--- config.mk ---
export PLATFORM = sky130hd
export DESIGN_NAME = lsu_top
export DESIGN_NICKNAME = d
export VERILOG_FILES = /design/src/lsu_pkg.sv /design/src/lsu_load_align.sv /design/src/lsu_mem_stage.sv /design/src/lsu_op_decode.sv /design/src/lsu_req_stage.sv /design/src/lsu_top.sv
export SDC_FILE = /design/constraint.sdc
export NUM_CORES = 1
export LEC_CHECK = 0
export BUFFER_PORTS_ARGS = -buffer_cell sky130_fd_sc_hd__buf_2
export CORE_ASPECT_RATIO = 1.25
export CORE_MARGIN = 8
export CORE_UTILIZATION = 48
export CTS_CLUSTER_DIAMETER = 40
export CTS_CLUSTER_SIZE = 25
export DETAILED_ROUTE_END_ITERATION = 10
export HOLD_SLACK_MARGIN = 0.06
export PLACE_DENSITY = 0.89
export SYNTH_ARGS = -nofsm -noshare
export SYNTH_HDL_FRONTEND = slang
export SYNTH_SLANG_ARGS = --single-unit
--- constraint.sdc ---
create_clock -name clk -period 9.4 [get_ports clk]
set_input_delay 1.88 -clock clk [delete_from_list [all_inputs] [get_ports clk]]
set_output_delay 1.88 -clock clk [all_outputs]
set_load 0.02 [all_outputs]
--- src/lsu_pkg.sv ---
`default_nettype none

package lsu_pkg;

   // data path and address width, the lane logic is built around it
   localparam int xlen = 32;

   // memory operation codes presented by the execute stage
   typedef enum logic [3:0] {
      op_ld_b  = 4'd0,
      op_ld_h  = 4'd1,
      op_ld_w  = 4'd2,
      op_ld_bu = 4'd3,
      op_ld_hu = 4'd4,
      op_st_b  = 4'd5,
      op_st_h  = 4'd6,
      op_st_w  = 4'd7,
      // load-linked and store-conditional, word only
      op_ll_w  = 4'd8,
      op_sc_w  = 4'd9,
      op_nop   = 4'd15
   } lsu_op_e;

   // access size of one memory operation
   typedef enum logic [1:0] {
      size_byte = 2'd0,
      size_half = 2'd1,
      size_word = 2'd2
   } lsu_size_e;

endpackage

`default_nettype wire

--- src/lsu_load_align.sv ---
`timescale 1ns/1ps
`default_nettype none

module lsu_load_align (
   input  wire [lsu_pkg::xlen-1:0]      rdata,
   input  wire [1:0]                    addr_lo,
   input  wire lsu_pkg::lsu_size_e      size,
   input  wire                          is_unsigned,
   input  wire                          is_sc,
   input  wire                          sc_succeed,
   output logic [lsu_pkg::xlen-1:0]     result
);

   logic [7:0]  byte_sel;
   logic [15:0] half_sel;

   // byte lane picked by the low address bits
   always_comb begin
      case (addr_lo)
         2'b00:   byte_sel = rdata[7:0];
         2'b01:   byte_sel = rdata[15:8];
         2'b10:   byte_sel = rdata[23:16];
         default: byte_sel = rdata[31:24];
      endcase
   end

   // halfword lane from bit 1 only
   assign half_sel = addr_lo[1] ? rdata[31:16] : rdata[15:0];

   always_comb begin
      case (size)
         lsu_pkg::size_byte: begin
            if (is_unsigned) begin
               result = {{(lsu_pkg::xlen-8){1'b0}}, byte_sel};
            end else begin
               result = {{(lsu_pkg::xlen-8){byte_sel[7]}}, byte_sel};
            end
         end
         lsu_pkg::size_half: begin
            if (is_unsigned) begin
               result = {{(lsu_pkg::xlen-16){1'b0}}, half_sel};
            end else begin
               result = {{(lsu_pkg::xlen-16){half_sel[15]}}, half_sel};
            end
         end
         default: begin
            result = rdata;
         end
      endcase
      // sc writes back only its success flag
      if (is_sc) begin
         result = {{(lsu_pkg::xlen-1){1'b0}}, sc_succeed};
      end
   end

endmodule

`default_nettype wire

--- src/lsu_mem_stage.sv ---
`timescale 1ns/1ps
`default_nettype none

module lsu_mem_stage #(
   parameter int reg_addr_w = 5
) (
   input  wire                          clk,
   input  wire                          arst_n,
   input  wire                          valid_e,
   input  wire                          ale_e,
   input  wire lsu_pkg::lsu_op_e        op_e,
   input  wire [lsu_pkg::xlen-1:0]      addr_e,
   input  wire [reg_addr_w-1:0]         rd_e,
   input  wire                          wen_e,
   input  wire                          data_addr_ok,
   input  wire                          data_data_ok_m,
   output lsu_pkg::lsu_op_e             op_m,
   output logic [lsu_pkg::xlen-1:0]     addr_m,
   output logic [reg_addr_w-1:0]        rd_m,
   output logic                         wen_m,
   output logic                         data_recv,
   output logic                         finish_m
);

   logic valid_m;
   logic ale_m;

   // operation control carried into the memory stage
   always_ff @(posedge clk or negedge arst_n) begin
      if (!arst_n) begin
         valid_m <= 1'b0;
         ale_m   <= 1'b0;
         op_m    <= lsu_pkg::op_nop;
         wen_m   <= 1'b0;
      end else begin
         valid_m <= valid_e;
         if (valid_e) begin
            ale_m <= ale_e;
            op_m  <= op_e;
            wen_m <= wen_e;
         end
      end
   end

   // address and destination held until the next operation
   always_ff @(posedge clk) begin
      if (valid_e) begin
         addr_m <= addr_e;
         rd_m   <= rd_e;
      end
   end

   // pending read data, set by address accept and cleared by data return
   always_ff @(posedge clk or negedge arst_n) begin
      if (!arst_n) begin
         data_recv <= 1'b0;
      end else begin
         data_recv <= (data_recv | data_addr_ok) & ~data_data_ok_m;
      end
   end

   // a faulting access never reaches memory, so it finishes on its own
   // one cycle after valid_e
   assign finish_m = data_data_ok_m | (ale_m & valid_m);

endmodule

`default_nettype wire

--- src/lsu_op_decode.sv ---
`timescale 1ns/1ps
`default_nettype none

module lsu_op_decode (
   input  wire lsu_pkg::lsu_op_e    op,
   output lsu_pkg::lsu_size_e       size,
   output logic                     is_unsigned,
   output logic                     is_load,
   output logic                     is_store,
   output logic                     is_ll,
   output logic                     is_sc
);

   // one table for all access classes
   always_comb begin
      size        = lsu_pkg::size_word;
      is_unsigned = 1'b0;
      is_load     = 1'b0;
      is_store    = 1'b0;
      is_ll       = 1'b0;
      is_sc       = 1'b0;
      case (op)
         lsu_pkg::op_ld_b: begin
            size    = lsu_pkg::size_byte;
            is_load = 1'b1;
         end
         lsu_pkg::op_ld_h: begin
            size    = lsu_pkg::size_half;
            is_load = 1'b1;
         end
         lsu_pkg::op_ld_w: begin
            is_load = 1'b1;
         end
         lsu_pkg::op_ld_bu: begin
            size        = lsu_pkg::size_byte;
            is_unsigned = 1'b1;
            is_load     = 1'b1;
         end
         lsu_pkg::op_ld_hu: begin
            size        = lsu_pkg::size_half;
            is_unsigned = 1'b1;
            is_load     = 1'b1;
         end
         lsu_pkg::op_st_b: begin
            size     = lsu_pkg::size_byte;
            is_store = 1'b1;
         end
         lsu_pkg::op_st_h: begin
            size     = lsu_pkg::size_half;
            is_store = 1'b1;
         end
         lsu_pkg::op_st_w: begin
            is_store = 1'b1;
         end
         // ll reads memory, sc writes it
         lsu_pkg::op_ll_w: begin
            is_load = 1'b1;
            is_ll   = 1'b1;
         end
         lsu_pkg::op_sc_w: begin
            is_store = 1'b1;
            is_sc    = 1'b1;
         end
         default: begin
            size = lsu_pkg::size_word;
         end
      endcase
   end

endmodule

`default_nettype wire

--- src/lsu_req_stage.sv ---
`timescale 1ns/1ps
`default_nettype none

module lsu_req_stage #(
   parameter bit align_check = 1'b1
) (
   input  wire                          clk,
   input  wire                          arst_n,
   input  wire                          valid_e,
   input  wire [lsu_pkg::xlen-1:0]      base,
   input  wire [lsu_pkg::xlen-1:0]      offset,
   input  wire [lsu_pkg::xlen-1:0]      wdata,
   input  wire lsu_pkg::lsu_size_e      size,
   input  wire                          is_store,
   input  wire                          is_ll,
   input  wire                          is_sc,
   output logic                         ale_e,
   output logic [lsu_pkg::xlen-1:0]     badv_e,
   output logic                         data_req,
   output logic                         data_wr,
   output logic                         data_ll,
   output logic                         data_sc,
   output logic [lsu_pkg::xlen-1:0]     data_addr,
   output logic [lsu_pkg::xlen-1:0]     data_wdata,
   output logic [3:0]                   data_wstrb
);

   logic [lsu_pkg::xlen-1:0] addr;
   logic [1:0]               shift;
   logic                     ord_misalign;
   logic                     excl_misalign;
   logic                     req_in;
   logic [3:0]               wstrb_in;
   logic [lsu_pkg::xlen-1:0] wdata_in;

   assign addr  = base + offset;
   assign shift = addr[1:0];

   // ordinary accesses, checked only when the core enables it
   always_comb begin
      case (size)
         lsu_pkg::size_word: ord_misalign = (shift != 2'b00);
         lsu_pkg::size_half: ord_misalign = shift[0];
         default:            ord_misalign = 1'b0;
      endcase
   end

   // ll and sc are word accesses and always checked
   assign excl_misalign = (is_ll | is_sc) & (shift != 2'b00);

   assign ale_e  = valid_e & (excl_misalign | (align_check & ord_misalign));
   assign badv_e = addr;

   // no request goes out for a faulting access
   assign req_in = valid_e & ~ale_e;

   // byte enables by size and lane
   always_comb begin
      case (size)
         lsu_pkg::size_byte: wstrb_in = 4'b0001 << shift;
         lsu_pkg::size_half: wstrb_in = 4'b0011 << shift;
         default:            wstrb_in = 4'b1111;
      endcase
   end

   // store data repeated over every lane of its size
   always_comb begin
      case (size)
         lsu_pkg::size_byte: wdata_in = {4{wdata[7:0]}};
         lsu_pkg::size_half: wdata_in = {2{wdata[15:0]}};
         default:            wdata_in = wdata;
      endcase
   end

   // request valid and its flags
   always_ff @(posedge clk or negedge arst_n) begin
      if (!arst_n) begin
         data_req <= 1'b0;
         data_wr  <= 1'b0;
         data_ll  <= 1'b0;
         data_sc  <= 1'b0;
      end else begin
         data_req <= req_in;
         data_wr  <= req_in & is_store;
         data_ll  <= req_in & is_ll;
         data_sc  <= req_in & is_sc;
      end
   end

   // request payload, qualified by data_req
   always_ff @(posedge clk) begin
      data_addr  <= addr;
      data_wstrb <= wstrb_in;
      data_wdata <= wdata_in;
   end

endmodule

`default_nettype wire

--- src/lsu_top.sv ---
`timescale 1ns/1ps
`default_nettype none

module lsu_top #(
   parameter int reg_addr_w  = 5,
   parameter bit align_check = 1'b1
) (
   input  wire                          clk,
   input  wire                          arst_n,
   input  wire                          valid_e,
   input  wire lsu_pkg::lsu_op_e        lsu_op,
   input  wire [lsu_pkg::xlen-1:0]      base,
   input  wire [lsu_pkg::xlen-1:0]      offset,
   input  wire [lsu_pkg::xlen-1:0]      wdata,
   input  wire [reg_addr_w-1:0]         ecl_lsu_rd_e,
   input  wire                          ecl_lsu_wen_e,
   // memory port
   output logic                         data_req,
   output logic [lsu_pkg::xlen-1:0]     data_addr,
   output logic                         data_wr,
   output logic [3:0]                   data_wstrb,
   output logic [lsu_pkg::xlen-1:0]     data_wdata,
   output logic                         data_ll,
   output logic                         data_sc,
   input  wire                          data_addr_ok,
   output logic                         data_recv,
   input  wire                          data_scsucceed,
   input  wire [lsu_pkg::xlen-1:0]      data_rdata_m,
   input  wire                          data_data_ok_m,
   // results to the core
   output logic [lsu_pkg::xlen-1:0]     read_result_m,
   output logic                         lsu_finish_m,
   output logic [reg_addr_w-1:0]        lsu_ecl_rd_m,
   output logic                         lsu_ecl_wen_m,
   output logic                         lsu_ecl_ale_e,
   output logic [lsu_pkg::xlen-1:0]     lsu_csr_badv_e
);

   lsu_pkg::lsu_size_e       size_e;
   logic                     store_e;
   logic                     ll_e;
   logic                     sc_e;
   lsu_pkg::lsu_op_e         op_m;
   logic [lsu_pkg::xlen-1:0] addr_m;
   lsu_pkg::lsu_size_e       size_m;
   logic                     unsigned_m;
   logic                     sc_m;

   // execute stage decode
   lsu_op_decode dec_e (
      .op          (lsu_op),
      .size        (size_e),
      .is_unsigned (),
      .is_load     (),
      .is_store    (store_e),
      .is_ll       (ll_e),
      .is_sc       (sc_e)
   );

   lsu_req_stage #(
      .align_check (align_check)
   ) u_req (
      .clk        (clk),
      .arst_n     (arst_n),
      .valid_e    (valid_e),
      .base       (base),
      .offset     (offset),
      .wdata      (wdata),
      .size       (size_e),
      .is_store   (store_e),
      .is_ll      (ll_e),
      .is_sc      (sc_e),
      .ale_e      (lsu_ecl_ale_e),
      .badv_e     (lsu_csr_badv_e),
      .data_req   (data_req),
      .data_wr    (data_wr),
      .data_ll    (data_ll),
      .data_sc    (data_sc),
      .data_addr  (data_addr),
      .data_wdata (data_wdata),
      .data_wstrb (data_wstrb)
   );

   lsu_mem_stage #(
      .reg_addr_w (reg_addr_w)
   ) u_mem (
      .clk            (clk),
      .arst_n         (arst_n),
      .valid_e        (valid_e),
      .ale_e          (lsu_ecl_ale_e),
      .op_e           (lsu_op),
      .addr_e         (lsu_csr_badv_e),
      .rd_e           (ecl_lsu_rd_e),
      .wen_e          (ecl_lsu_wen_e),
      .data_addr_ok   (data_addr_ok),
      .data_data_ok_m (data_data_ok_m),
      .op_m           (op_m),
      .addr_m         (addr_m),
      .rd_m           (lsu_ecl_rd_m),
      .wen_m          (lsu_ecl_wen_m),
      .data_recv      (data_recv),
      .finish_m       (lsu_finish_m)
   );

   // memory stage decode of the held operation
   lsu_op_decode dec_m (
      .op          (op_m),
      .size        (size_m),
      .is_unsigned (unsigned_m),
      .is_load     (),
      .is_store    (),
      .is_ll       (),
      .is_sc       (sc_m)
   );

   lsu_load_align u_align (
      .rdata       (data_rdata_m),
      .addr_lo     (addr_m[1:0]),
      .size        (size_m),
      .is_unsigned (unsigned_m),
      .is_sc       (sc_m),
      .sc_succeed  (data_scsucceed),
      .result      (read_result_m)
   );

endmodule

`default_nettype wire

# Yosys cells after proc, flatten, opt, wreduce, memory -nomap -nowiden
# Cells that the tools add are included.
[totals] regBits=87 in_bits=144
[op_classes] reduce_logical=12 addsub=1 bitwise_logic=14 n_mux=16 n_eq_ne=19 shift=2
[op_table] operator="case mux 32 bit (2 select lines)" n=2
[op_table] operator="two-way mux 32 bit" n=3
[op_table] operator="adder 32 bit" n=1
[op_table] operator="equality test 4 x 3 -> 1 bit (second input constant)" n=7
[op_table] operator="case mux 8 bit (3 select lines)" n=1
[op_table] operator="two-way mux 16 bit" n=1
[op_table] operator="equality test 4 bit (second input constant)" n=3
[op_table] operator="OR reduction 3 bit" n=4
[op_table] operator="AND 1 bit" n=8
[op_table] operator="equality test 4 x 1 -> 1 bit (second input constant)" n=2
[op_table] operator="equality test 4 x 2 -> 1 bit (second input constant)" n=2
[op_table] operator="logical NOT 4 bit" n=2
[op_table] operator="case mux 2 bit (2 select lines)" n=2
[op_table] operator="case mux 4 bit (2 select lines)" n=1
[op_table] operator="equality test 2 x 1 -> 1 bit (second input constant)" n=3
[op_table] operator="logical NOT 2 bit" n=3
[op_table] operator="two-way mux 1 bit" n=5
[op_table] operator="equality test 2 bit (second input constant)" n=2
[op_table] operator="OR 1 bit" n=4
[op_table] operator="OR reduction 4 bit" n=1
[op_table] operator="<< shifter 1 x 2 -> 4 bit (first input constant)" n=1
[op_table] operator="<< shifter 2 x 2 -> 4 bit (first input constant)" n=1
[op_table] operator="inverter 1 bit" n=2
[op_table] operator="case mux 1 bit (2 select lines)" n=1
[op_table] operator="2 further kinds" n=2

# Depth between registers and ports, before layout
[logic_depth] depth_word=10 ltp_mapped=10 ltp_nobuf=10

# Cells and area by module
# Synthesis repeated with hierarchy kept, for this count alone.
[hier_totals] hier_cells=612 area_unflattened_um2=6446.2
[by_module_without_submodules] mod="lsu_req_stage" cells_each=378 area_per_inst_um2=3652.3 seq_area_each_um2=1461.4 n_inst=1
[by_module_without_submodules] mod="lsu_mem_stage" cells_each=54 area_per_inst_um2=1435.1 seq_area_each_um2=1316.3 n_inst=1
[by_module_without_submodules] mod="lsu_load_align" cells_each=148 area_per_inst_um2=1111.1 seq_area_each_um2=0.0 n_inst=1
[by_module_without_submodules] mod="lsu_op_decode" cells_each=16 area_per_inst_um2=123.9 seq_area_each_um2=0.0 n_inst=2

# Least setup slack after synthesis
# OpenSTA, ideal clock, no wires.
[synth_timing] path_type="input -> output" startpoint="in offset[0] in the netlist's numbering" endpoint="out lsu_csr_badv_e[30] in the netlist's numbering" t_required_ns=7.520 path_stages=10 arrival_ns=4.317 path_slack_ns=3.203 path_buffers=0 path_cell_list="ha_1 fa_1 a21o_1 a221oi_2 o31ai_1 o2111a_2 o31ai_4 o21ai_2 a211oi_2 xnor2_1"
[synth_via] elab_chain_len=1
[synth_lines] element="from (decl)" line_no="lsu_top.sv:13" rtl="input wire [lsu_pkg::xlen-1:0] offset,"
[synth_lines] element="adder 32 bit" line_no="lsu_req_stage.sv:36" rtl="assign addr = base + offset;"
[synth_lines] element="to (decl)" line_no="lsu_top.sv:36" rtl="output logic [lsu_pkg::xlen-1:0] lsu_csr_badv_e"
# Every way passes these cells.

# Final worst setup path
# Same ends and word-level chain as after synthesis.

==> out/metrics.sh <==
CTS_TREE='built'
POST_DRT_WL_PER_CELL_UM=19.6
SLEW-LIMIT-HEADROOM=0.169
FINAL-INSTANCE-COUNT-EXCL-FILL=916
ROUTE.FINAL.WIRE_LENGTH_UM=18000
TIMING_WORST_SLEW_PIN_VALUE_NS=1.24
NETLIST_AREA_UM2=4900
TIMING.CRITICAL_PATH.TO_TYPE='primary output'
DIE_Y_UM=129
FLIP_FLOP_CELL_WITH_THE_HIGHEST_COUNT_AFTER_SYNTHESIS='sky130_fd_sc_hd__dfxtp_1'
POST_CTS_HOLD_BUFFER_COUNT=0
FINALWORSTPATHREQUIREDPERIOD_NS=6.66
FRACTION_OF_FINAL_LAYOUT_CELLS_SIZED_BEYOND_DRIVE_STRENGTH_1=0.453
DIE_AREA_UM2=13700
RUN_STATUS='completed'
SYN-MEAN-INSTANCE-AREA_UM2=9.68
TIMING.CRITICAL_PATH.FROM_TYPE='input pin'
ASYNC_SET_RESET_FLOP_SHARE_OUT_OF_SYNTHESIS=0.138
CAP_VIOLATIONS=0
CTS_POST_SETUP_BUFFERS_INSERTED=0
POST-DP-HPWL_UM=14800
CTS.CLK_SLEW.WORST_PATHS_NS=0.07
WORST_PATH_MAX_DELAY_CELL='sky130_fd_sc_hd__fa_1'
GRT_MAX_DEGREE=25
MAPPEDNETLISTNETS=682
HP-CLASS='reg -> reg'
POWER_LEAKAGE_nW=3.35
CRIT_FANOUT=4
START_UTIL=0.490
PLACEDINSTANCEAREA_UM2=6410
CLKLATENCYLATEPIN_NS=0.34
DIE_W_UM=106
SYNTH_ENABLE_FLOP_CELLS=7
PATH_CLASS='in -> out'
TIMING_HOLD_VIOLATIONS_FINAL=0
GLOBAL_ROUTE.USAGE.TOTAL=0.253
AREA_GROWTH_PCT=37.5
TIMING.CRITICAL_PATH.REQUIRED_NS=7.52
SYNTH-WARNING-COUNT=0
GLOBALROUTEOVERFLOWTOTAL=0
GP_CONGESTION=0.926
DP.CELLS=899
STD_CELL_ROWS=41
DRT_FIRST_PASS_ITERS=7
FMAX_MHz=150
SYNTH_SEQ_AREA_SHARE=0.383
DR_TOTAL_VIAS=5157
CLK_PATH_BUF_DEPTH=2
DRCVIOLATIONCOUNT=0
HTREE_LEVELS=3
TRITONCTS_NUM_SINKS=87
REG2REG_SLACK_NS=8.53
CTS_INSERTED_BUFFERS=9
SETUP_TNS_NS=0
SYNTH_SEQ_CELLS=87
GRT_PASS1_VIAS=5436
FINAL_MIN_PERIOD_OVER_CLOCK_PERIOD=0.708
GRT_PASS1_WL_UM=27400
GRT_SETUP_UNREPAIRED='no'
YS_TYPES=55
TIMING.CRITICAL_PATH.CELLS='buf_2, ha_1, fa_1, a21o_1, a221oi_2, o31ai_1, o2111a_2, o31ai_4, o21ai_2, a211oi_2, xnor2_1, buf_2'
FIN_TOTAL_PWR_mW=1.39
ANT_NETS=0
WORST_VDD_RAIL_IR_DROP_mV=0.143
SETUP-VIOLATIONS-FINAL=0
SYN-INSTANCE-COUNT=506
SKEW_NS=0
CRITICAL_PATH.MAX_STAGE_DELAY_NS=0.41
PORTS=289
CORE_REGION_AREA_UM2=10000
CTS_REPAIR_RESIZE_COUNT=0
POWER_PER_CELL_AREA_nW_PER_UM2=206
FINAL_NETS=957
DR.FIRST_ITER.DRC_COUNT=271
VIAS_PER_CELL=5.63
NUM-FILL-CELLS=810
CRIT_ARRIVAL_NS=4.78
TIMING.FINAL.MAX_SLEW_VIOLATIONS=0
FINALHOLDWORSTSLACK_NS=0.495
CTS_ROOT_BUFFER='sky130_fd_sc_hd__clkbuf_16'
TIMING.CRITICAL_PATH.MODE_CELL='sky130_fd_sc_hd__buf_2'
FIN_AREA_UM2=6740
PLACE.PORT_BUFFERS=288
ANTENNA_FOUND_INITIAL=4
worst max-delay path: cells and delay by family:
kind,cells,cell delay [ns]
AOI/OAI and AO/OA,7,1.76
adders and majority gates,2,0.65
buffers and inverters,2,0.31
xor gates and xnor gates,1,0.16
report_power, final:
| part | switching, mW | internal (mW) | total, mW |
|---|---|---|---|
| registers | 0.0236 | 0.428 | 0.451 |
| clock network | 0.150 | 0.235 | 0.386 |
| logic | 0.345 | 0.203 | 0.548 |
| total | 0.519 | 0.867 | 1.39 |
metal layers:
metal,vias up,part of all wire,global-route usage
li1,2405,-,-
met1,2409,0.33,0.232
met2,287,0.50,0.452
met3,50,0.13,0.121
met4,6,0.038,0.137
met5,-,0.0018,0
layout make-up:
class | count | area [um2] | area share
Sequential cell | 87 | 1880 | 0.279
Inverter | 10 | 37.5 | 0.00557
Tap cell | 129 | 161 | 0.0240
Timing Repair Buffer | 289 | 1450 | 0.215
Clock buffer | 10 | 229 | 0.0340
Antenna cell | 1 | 2.50 | 0.000371
Clock inverter | 6 | 92.6 | 0.0137
Multi-Input combinational cell | 384 | 2890 | 0.429
state kept, by name (all words and copies together), names as in the netlist:
register,cells
u_req.data_addr,32
u_req.data_wdata,32
u_mem.rd_m,5
u_mem.op_m,4
u_req.data_wstrb,4
u_mem.addr_m,2
u_mem.ale_m,1
u_mem.data_recv,1
u_mem.valid_m,1
u_mem.wen_m,1
u_req.data_ll,1
u_req.data_req,1
u_req.data_sc,1
u_req.data_wr,1
cells by family after synthesis:
logic type,Yosys count,share of synthesized area
buf+inv,35,0.0273
compound gates,151,0.216
xor+xnor,32,0.0572
simple gates,125,0.116
flops,87,0.383
mux,43,0.115
fa+ha+maj,33,0.0853
synth_stat cells (all sizes together) (2+ instances only):
cell    count  area [um2]
dfxtp      68        1360
nand2      41         154
nor2       38         143
a21oi      31         155
ha         31         388
o21ai      27         139
mux2       26         293
o21a       22         165
clkbuf     21        78.8
xnor2      20         175
a21o       18         135
xor2       12         105
inv        10        37.5
nor3       10        50.1
mux2i       9        90.1
a22oi       8        60.1
dfrtp       8         200
mux4        8         180
and3        7        43.8
edfxtp      7         210
o221a       7        78.8
o22ai       7        43.8
and2        6        37.5
nand2b      6        37.5
nand3       6        30.0
a211oi      5        42.5
nor2b       5        31.3
o211ai      5        37.5
o31ai       5        56.3
buf         4        17.5
dfstp       4         105
a211o       2        17.5
a222oi      2        20.0
nand4       2        12.5
o21bai      2        15.0
o31a        2        17.5
metrics by stage:
stage | worst slack [ns] | util
final | 2.74 | 0.674
after global routing | 2.58 | 0.674
after CTS | 2.75 | 0.673
after detailed placement | 2.76 | 0.641
after global placement | 2.83 | 0.641
after floorplan | 3.20 | -
path summary, 6_finish.rpt:
kind / from / end / cells after the start
setup / recovery: offset[0] / lsu_csr_badv_e[30] / 12
hold / removal: u_mem.ale_m$_DFFE_PN0P_ / u_mem.ale_m$_DFFE_PN0P_ / 1
setup reg to reg: u_mem.op_m[2]$_DFFE_PN1P_ / u_mem.op_m[2]$_DFFE_PN1P_ / 2
hold reg to reg: u_mem.ale_m$_DFFE_PN0P_ / u_mem.ale_m$_DFFE_PN0P_ / 1
max in group asynchronous: arst_n / u_mem.op_m[2]$_DFFE_PN1P_ / 1
min in group asynchronous: arst_n / u_req.data_sc$_DFF_PN0_ / 1
cell usage in the layout, fill, tap and decap left out, types with 8 or more instances in the layout:
cell type / netlist / final
sky130_fd_sc_hd__buf_2: 2 / 288
sky130_fd_sc_hd__dfxtp_1: 68 / 68
sky130_fd_sc_hd__nand2_1: 41 / 41
sky130_fd_sc_hd__nor2_1: 38 / 38
sky130_fd_sc_hd__a21oi_1: 31 / 31
sky130_fd_sc_hd__ha_1: 31 / 31
sky130_fd_sc_hd__o21ai_0: 26 / 26
sky130_fd_sc_hd__mux2_2: 26 / 26
sky130_fd_sc_hd__o21a_1: 22 / 22
sky130_fd_sc_hd__xnor2_1: 20 / 20
sky130_fd_sc_hd__a21o_1: 18 / 18
sky130_fd_sc_hd__xor2_1: 12 / 12
sky130_fd_sc_hd__inv_1: 10 / 10
sky130_fd_sc_hd__nor3_1: 10 / 10
sky130_fd_sc_hd__mux2i_1: 9 / 9
sky130_fd_sc_hd__clkbuf_16: 0 / 9
sky130_fd_sc_hd__mux4_2: 8 / 8
sky130_fd_sc_hd__a22oi_1: 8 / 8
sky130_fd_sc_hd__dfrtp_1: 8 / 8
Power figures use the tool's default switching activity.
